**src/uart_defs.svh**
```systemverilog
`ifndef UART_DEFS_SVH
`define UART_DEFS_SVH

// Clock cycles per quarter-bit tick
// 4 here gives a 16 clock bit period in simulation
// Any value of 2 or more is valid
`define UART_CLK_DIV 4

// Ticks per serial bit period
// The receiver samples at tick 2 of the start bit and then every 4 ticks
`define UART_TICKS_PER_BIT 4

// Ticks the receiver ignores the line after a framing error
// Two bit periods
`define UART_HOLDOFF_TICKS 8

// Data bits per frame, sent least significant bit first
`define UART_DATA_BITS 8

`endif

```
**src/uart_pkg.sv**
```systemverilog
`include "uart_defs.svh"

package uart_pkg;

	// Transmit request from the parallel side
	// send is a one-cycle strobe, ignored while the transmitter is busy
	typedef struct packed {
		logic                        send;
		logic [`UART_DATA_BITS-1:0]  data;
	} tx_req_t;

	// Receive result
	// received and error are one-cycle pulses
	// data holds the last good byte until the next frame completes
	typedef struct packed {
		logic                        received;
		logic                        error;
		logic [`UART_DATA_BITS-1:0]  data;
	} rx_event_t;

	// Line activity flags, high while a frame is in progress
	typedef struct packed {
		logic receiving;
		logic transmitting;
	} line_status_t;

	// Receiver FSM
	typedef enum logic [2:0] {
		rx_idle,
		rx_check_start,
		rx_read_bits,
		rx_check_stop,
		rx_received,
		rx_error,
		rx_holdoff
	} rx_state_e;

	// Transmitter FSM
	typedef enum logic [1:0] {
		tx_idle,
		tx_sending,
		tx_stop
	} tx_state_e;

endpackage

```
**src/uart_rx.sv**
```systemverilog
`timescale 1ns/100ps

`include "uart_defs.svh"

module uart_rx (
	input  logic                 clk,
	input  logic                 rst,
	input  logic                 rx,
	output uart_pkg::rx_event_t  rx_evt,
	output logic                 receiving
);

	import uart_pkg::*;

	// Divider and countdown widths
	localparam int div_w = $clog2(`UART_CLK_DIV);
	localparam int cnt_w = $clog2(`UART_HOLDOFF_TICKS + 1);
	localparam int bit_w = $clog2(`UART_DATA_BITS + 1);

	// Reload values for the tick countdown
	localparam logic [cnt_w-1:0] half_ticks    = cnt_w'(`UART_TICKS_PER_BIT / 2);
	localparam logic [cnt_w-1:0] bit_ticks     = cnt_w'(`UART_TICKS_PER_BIT);
	localparam logic [cnt_w-1:0] holdoff_ticks = cnt_w'(`UART_HOLDOFF_TICKS);

	rx_state_e state;

	// Two-flop synchronizer, both stages idle high
	logic rx_meta;
	logic rx_sync;

	// Quarter-bit divider
	logic [div_w-1:0] clk_cnt;
	logic             tick;
	logic             div_restart;

	// Ticks left in the current wait, bits left in the frame
	logic [cnt_w-1:0] tick_cnt;
	logic             tick_done;
	logic [bit_w-1:0] bit_cnt;

	// Incoming bits and the last good byte
	logic [`UART_DATA_BITS-1:0] shift_q;
	logic [`UART_DATA_BITS-1:0] byte_q;

	always_ff @(posedge clk) begin
		if (rst) begin
			rx_meta <= 1'b1;
			rx_sync <= 1'b1;
		end else begin
			rx_meta <= rx;
			rx_sync <= rx_meta;
		end
	end

	// Realign on the falling start edge so ticks land mid-bit,
	// and again on error so the holdoff is a full 8 ticks
	assign div_restart = ((state == rx_idle) && !rx_sync) || (state == rx_error);
	assign tick = (clk_cnt == div_w'(`UART_CLK_DIV - 1));

	always_ff @(posedge clk) begin
		if (rst || div_restart || tick) begin
			clk_cnt <= '0;
		end else begin
			clk_cnt <= clk_cnt + 1'b1;
		end
	end

	// Last tick of the current wait
	assign tick_done = tick && (tick_cnt == cnt_w'(1));

	always_ff @(posedge clk) begin
		if (rst) begin
			state    <= rx_idle;
			tick_cnt <= '0;
			bit_cnt  <= '0;
		end else begin
			// Countdown runs on its own, states reload it
			if (tick && (tick_cnt != '0)) begin
				tick_cnt <= tick_cnt - 1'b1;
			end
			case (state)
				rx_idle: begin
					// First low sample, wait half a bit
					if (!rx_sync) begin
						tick_cnt <= half_ticks;
						state    <= rx_check_start;
					end
				end
				rx_check_start: begin
					if (tick_done) begin
						// Start bit must still be low at its middle
						if (!rx_sync) begin
							tick_cnt <= bit_ticks;
							bit_cnt  <= bit_w'(`UART_DATA_BITS);
							state    <= rx_read_bits;
						end else begin
							state <= rx_error;
						end
					end
				end
				rx_read_bits: begin
					if (tick_done) begin
						tick_cnt <= bit_ticks;
						bit_cnt  <= bit_cnt - 1'b1;
						if (bit_cnt == bit_w'(1)) begin
							state <= rx_check_stop;
						end
					end
				end
				rx_check_stop: begin
					// Stop bit low means a broken frame
					if (tick_done) begin
						state <= rx_sync ? rx_received : rx_error;
					end
				end
				rx_received: begin
					state <= rx_idle;
				end
				rx_error: begin
					tick_cnt <= holdoff_ticks;
					state    <= rx_holdoff;
				end
				rx_holdoff: begin
					// Line ignored until the holdoff runs out
					if (tick_done) begin
						state <= rx_idle;
					end
				end
				default: begin
					state <= rx_idle;
				end
			endcase
		end
	end

	// Data enters from the top so the first bit ends up in bit 0
	always_ff @(posedge clk) begin
		if ((state == rx_read_bits) && tick_done) begin
			shift_q <= {rx_sync, shift_q[`UART_DATA_BITS-1:1]};
		end
		if ((state == rx_check_stop) && tick_done && rx_sync) begin
			byte_q <= shift_q;
		end
	end

	// Strobes decoded from one-cycle states
	assign rx_evt.received = (state == rx_received);
	assign rx_evt.error    = (state == rx_error);
	assign rx_evt.data     = byte_q;
	assign receiving       = (state != rx_idle);

endmodule

```
**src/uart_tx.sv**
```systemverilog
`timescale 1ns/100ps

`include "uart_defs.svh"

module uart_tx (
	input  logic               clk,
	input  logic               rst,
	input  uart_pkg::tx_req_t  tx_req,
	output logic               tx,
	output logic               transmitting
);

	import uart_pkg::*;

	// Two stop bits are sent as one long wait
	localparam int stop_ticks = 2 * `UART_TICKS_PER_BIT;
	localparam int div_w      = $clog2(`UART_CLK_DIV);
	localparam int cnt_w      = $clog2(stop_ticks + 1);
	localparam int bit_w      = $clog2(`UART_DATA_BITS + 1);

	localparam logic [cnt_w-1:0] bit_ticks  = cnt_w'(`UART_TICKS_PER_BIT);
	localparam logic [cnt_w-1:0] stop_count = cnt_w'(stop_ticks);

	tx_state_e state;

	// Quarter-bit divider
	logic [div_w-1:0] clk_cnt;
	logic             tick;

	// Wait countdown and data bits still to send
	logic [cnt_w-1:0] tick_cnt;
	logic             tick_done;
	logic [bit_w-1:0] bit_cnt;

	logic                       accept;
	logic                       tx_q;
	logic [`UART_DATA_BITS-1:0] data_q;

	// Request only taken while idle, otherwise dropped
	assign accept = tx_req.send && (state == tx_idle);

	// Divider restarts on accept so the start bit is exactly one bit long
	assign tick = (clk_cnt == div_w'(`UART_CLK_DIV - 1));

	always_ff @(posedge clk) begin
		if (rst || accept || tick) begin
			clk_cnt <= '0;
		end else begin
			clk_cnt <= clk_cnt + 1'b1;
		end
	end

	assign tick_done = tick && (tick_cnt == cnt_w'(1));

	always_ff @(posedge clk) begin
		if (rst) begin
			state    <= tx_idle;
			tx_q     <= 1'b1;
			tick_cnt <= '0;
			bit_cnt  <= '0;
		end else begin
			if (tick && (tick_cnt != '0)) begin
				tick_cnt <= tick_cnt - 1'b1;
			end
			case (state)
				tx_idle: begin
					// Start bit goes out on the next edge
					if (accept) begin
						tx_q     <= 1'b0;
						tick_cnt <= bit_ticks;
						bit_cnt  <= bit_w'(`UART_DATA_BITS);
						state    <= tx_sending;
					end
				end
				tx_sending: begin
					if (tick_done) begin
						if (bit_cnt != '0) begin
							// Next data bit, LSB first
							tx_q     <= data_q[0];
							tick_cnt <= bit_ticks;
							bit_cnt  <= bit_cnt - 1'b1;
						end else begin
							// All data out, line high for the stop bits
							tx_q     <= 1'b1;
							tick_cnt <= stop_count;
							state    <= tx_stop;
						end
					end
				end
				tx_stop: begin
					if (tick_done) begin
						state <= tx_idle;
					end
				end
				default: begin
					tx_q  <= 1'b1;
					state <= tx_idle;
				end
			endcase
		end
	end

	// Byte latched on accept, shifted down as bits leave
	always_ff @(posedge clk) begin
		if (accept) begin
			data_q <= tx_req.data;
		end else if ((state == tx_sending) && tick_done && (bit_cnt != '0)) begin
			data_q <= {1'b0, data_q[`UART_DATA_BITS-1:1]};
		end
	end

	// Pin driven straight from a flop
	assign tx           = tx_q;
	assign transmitting = (state != tx_idle);

endmodule

```
**src/uart.sv**
```systemverilog
`timescale 1ns/100ps

module uart (
	input  logic                    clk,
	input  logic                    rst,
	// Serial pins, both idle high
	input  logic                    rx,
	output logic                    tx,
	// Parallel side
	input  uart_pkg::tx_req_t       tx_req,
	output uart_pkg::rx_event_t     rx_evt,
	output uart_pkg::line_status_t  status
);

	// Activity flags from each direction
	logic receiving;
	logic transmitting;

	// Receive path
	// Synchronizes rx internally, so the pin can be asynchronous
	uart_rx u_rx (
		.clk       (clk),
		.rst       (rst),
		.rx        (rx),
		.rx_evt    (rx_evt),
		.receiving (receiving)
	);

	// Transmit path
	// Busy requests are dropped, there is no queue
	uart_tx u_tx (
		.clk          (clk),
		.rst          (rst),
		.tx_req       (tx_req),
		.tx           (tx),
		.transmitting (transmitting)
	);

	// Both flags packed for the parallel side
	assign status.receiving    = receiving;
	assign status.transmitting = transmitting;

endmodule

```
**config.mk**
```make
export PLATFORM = sky130hd
export DESIGN_NAME = uart
export DESIGN_NICKNAME = d
export VERILOG_FILES = /design/src/uart_pkg.sv /design/src/uart_rx.sv /design/src/uart_tx.sv /design/src/uart.sv
export VERILOG_INCLUDE_DIRS = /design/src /design/src/src
export SDC_FILE = /design/constraint.sdc
export NUM_CORES = 1
export LEC_CHECK = 0
export BUFFER_PORTS_ARGS = -buffer_cell sky130_fd_sc_hd__buf_2
export CORE_MARGIN = 1.5
export CORE_UTILIZATION = 40
export CTS_BUF_LIST = sky130_fd_sc_hd__clkbuf_8
export CTS_CLUSTER_SIZE = 40
export DETAILED_ROUTE_END_ITERATION = 16
export GPL_TIMING_DRIVEN = 1
export SLEW_MARGIN = 20
export SYNTH_ARGS = -nofsm -noshare
export SYNTH_HDL_FRONTEND = slang
export SYNTH_SLANG_ARGS = --single-unit
```
**constraint.sdc**
```tcl
create_clock -name clk -period 3.8 [get_ports clk]
set_clock_uncertainty 0.1 [all_clocks]
set_input_delay 0.38 -clock clk [delete_from_list [all_inputs] [get_ports clk]]
set_output_delay 0.38 -clock clk [all_outputs]
set_load 0.01 [all_outputs]
```
==> flow_metrics.env <==
export IMPL_drt_iter0_drc=81
export IMPL_grt_pass1_vias=1547
export IMPL_grt_util_all_layers=0.142
export IMPL_register_area_um2=1280
export IMPL_min_period_over_period=0.590
export IMPL_status="finished, final reports clean"
export IMPL_port_buffers=24
export IMPL_grt_max_degree=26
export IMPL_power_mw=1.01
export IMPL_synth_top_area_cell="edfxtp_1"
export IMPL_synth_common_cells="dfxtp_1, edfxtp_1, inv_1"
export IMPL_wl_um=4160
export IMPL_worst_endpoint_required_ns=3.69
export IMPL_routed_via_density=5.20
export IMPL_clock_tree_root_cell="clkbuf_8"
export IMPL_hold_viol=0
export IMPL_cap_violations=0
export IMPL_synth_edf_count=24
export IMPL_fp_dieW_um=81.2
export IMPL_worst_slew_pin_slew_ns=0.657
export IMPL_firstDrtPassIters=4
export IMPL_antenna_found_initial=0
export IMPL_remaining_drc_errors=0
export IMPL_synth_warnings=0
export IMPL_ant_nets=0
export IMPL_worstSetupPathType="flop to flop"
export IMPL_design_core_area_um2=5920
export IMPL_cts_buffer_depth=2
export IMPL_rows=28
export IMPL_ys_top_cells_by_area="edfxtp_1, dfxtp_1, ha_1"
export IMPL_syn_nets=252
export IMPL_nFillCells=565
export IMPL_syn_area_um2=2450
export IMPL_fmax_mhz=446
export IMPL_cp_max_fo=8
export IMPL_vias=1694
export IMPL_post_place_ws_ns=1.56
export IMPL_htreeDepth=2
export IMPL_cts_buffers=5
export IMPL_wl_per_cell_um=12.8
export IMPL_end_kind="flop"
export IMPL_power_density_nw_per_um2=375
export IMPL_fin_setup_tns_ns=0
export IMPL_hp_class="input port to flop"
export IMPL_finalSetupViolations=0
export IMPL_placed_area_um2=2610
export IMPL_crit_arrival_ns=2.13
export IMPL_synth_top_area_share=0.294
export IMPL_post_cts_resized=0
export IMPL_finish_instance_area_um2=2700
export IMPL_multi_input_area_um2=1030
export IMPL_syn_to_final_growth_pct=10.3
export IMPL_syn_area_per_cell_um2=10.6
export IMPL_num_io_pins=25
export IMPL_postCtsSetupBuffers=0
export IMPL_start_util=0.414
export IMPL_clk_pin_slew_ns=0.10
export IMPL_setup_slack_ns=1.56
export IMPL_seq_area_frac_synth=0.523
export IMPL_insertion_delay_ns=0.31
export IMPL_cts_sinks=52
export IMPL_drive_gt1_frac=0.215
export IMPL_slew_limit_headroom=0.561
export IMPL_vdd_ir_drop_max_v=0.000184
export IMPL_finalMaxSlewViolations=0
export IMPL_cts_tree="built"
export IMPL_rsz0062_at_grt="false"
export IMPL_worstSetupStartpointType="flop"
export IMPL_synth_async_sr_flop_share=0
export IMPL_grt_pass1_wl_um=7220
export IMPL_ys_flop_type="dfxtp_1"
export IMPL_cts_hold_buffers=0
export IMPL_fin_crit_ns=2.24
export IMPL_synth_most_common_cell="dfxtp_1"
export IMPL_dieArea_um2=6600
export IMPL_nets=272
export IMPL_synthCells=230
export IMPL_die_h_um=81.2
export IMPL_p_leak_nw=0.993
export IMPL_antenna_cells=0
export IMPL_overflow=0
export IMPL_synth_distinct_cells=51
export IMPL_ys_seq_elements=52
export IMPL_hpwl_um=2890
export IMPL_gp_congestion=0.798
[critical path: stages (launching register included)]
cell and delay (ns):
dfxtp_1 0.34, ha_1 0.28, nor4bb_1 0.30, buf_4 0.20, a31oi_1 0.13, or2_2 0.33
inv_1 0.25
[flip-flops by register name, indices dropped and copies added, names as in the netlist, 2 cells and up]
name           flops
u_rx.state         3
u_rx.byte_q        8
u_rx.clk_cnt       2
u_tx.clk_cnt       2
u_rx.bit_cnt       4
u_tx.data_q        8
u_tx.state         2
u_tx.tick_cnt      4
u_tx.bit_cnt       4
u_rx.tick_cnt      4
u_rx.shift_q       8
[cell type report]
cell class | count | area share
Multi-Input combinational cell | 147 | 0.382
Timing Repair Buffer | 25 | 0.0473
Clock inverter | 3 | 0.00973
Inverter | 19 | 0.0264
Sequential cell | 52 | 0.475
Tap cell | 75 | 0.0348
Clock buffer | 5 | 0.0255
[path summary, 6_finish.rpt]
kind | to | cells past startpoint | startpoint | slack (ns)
setup / recovery | u_tx.data_q[1] | 6 | u_tx.clk_cnt[0] | 1.56
setup reg to reg | u_tx.data_q[1] | 6 | u_tx.clk_cnt[0] | 1.56
hold reg to reg | u_rx.rx_sync | 1 | u_rx.rx_meta | 0.31
hold / removal | u_rx.rx_meta | 2 | rx | 0.15
[metal layers]
metal / GRT usage / up-vias / share of wire
met4: 0.0500 / 0 / 0.014
met2: 0.206 / 22 / 0.43
met3: 0.0348 / 6 / 0.027
met1: 0.204 / 790 / 0.53
li1: - / 876 / -
met5: 0 / - / 0
[power by group]
group	internal [mW]	switching, mW	leakage, nW
Clock	0.134	0.196	0.0423
Sequential	0.601	0.0125	0.449
Combinational	0.0335	0.0349	0.502
Total	0.769	0.244	0.993
[through the flow]
stage / utilization / instances / hold slack [ns]
floorplan: - / 230 / 0.289
global placement: 0.440 / 318 / 0.296
detailed placement: 0.440 / 318 / 0.297
CTS: 0.456 / 326 / 0.142
global route: 0.456 / 326 / 0.147
finish: 0.456 / 326 / 0.148
[cell usage in the layout (no fill, tap or decap), types with 8 or more instances in the layout]
cell	instances
nor2_1	13
mux2_2	9
inv_1	19
a21oi_1	14
edfxtp_1	24
ha_1	10
dfxtp_1	28
nor3_1	8
nand2_1	15
buf_2	24
[kinds of logic (layout without fill, tap and decap cells)]
kind of cell | count (synthesis) | after routing | synth area share
AND/OR/NAND/NOR | 78 | 78 | 0.194
buffers and inverters | 31 | 52 | 0.0557
flip-flops | 52 | 52 | 0.523
AO/OA/AOI/OAI | 45 | 45 | 0.116
adder cells (fa/ha/maj) | 11 | 11 | 0.0552
multiplexers | 10 | 10 | 0.0455
XOR/XNOR | 3 | 3 | 0.0107
No activity file was read; power rests on OpenSTA's default activity.
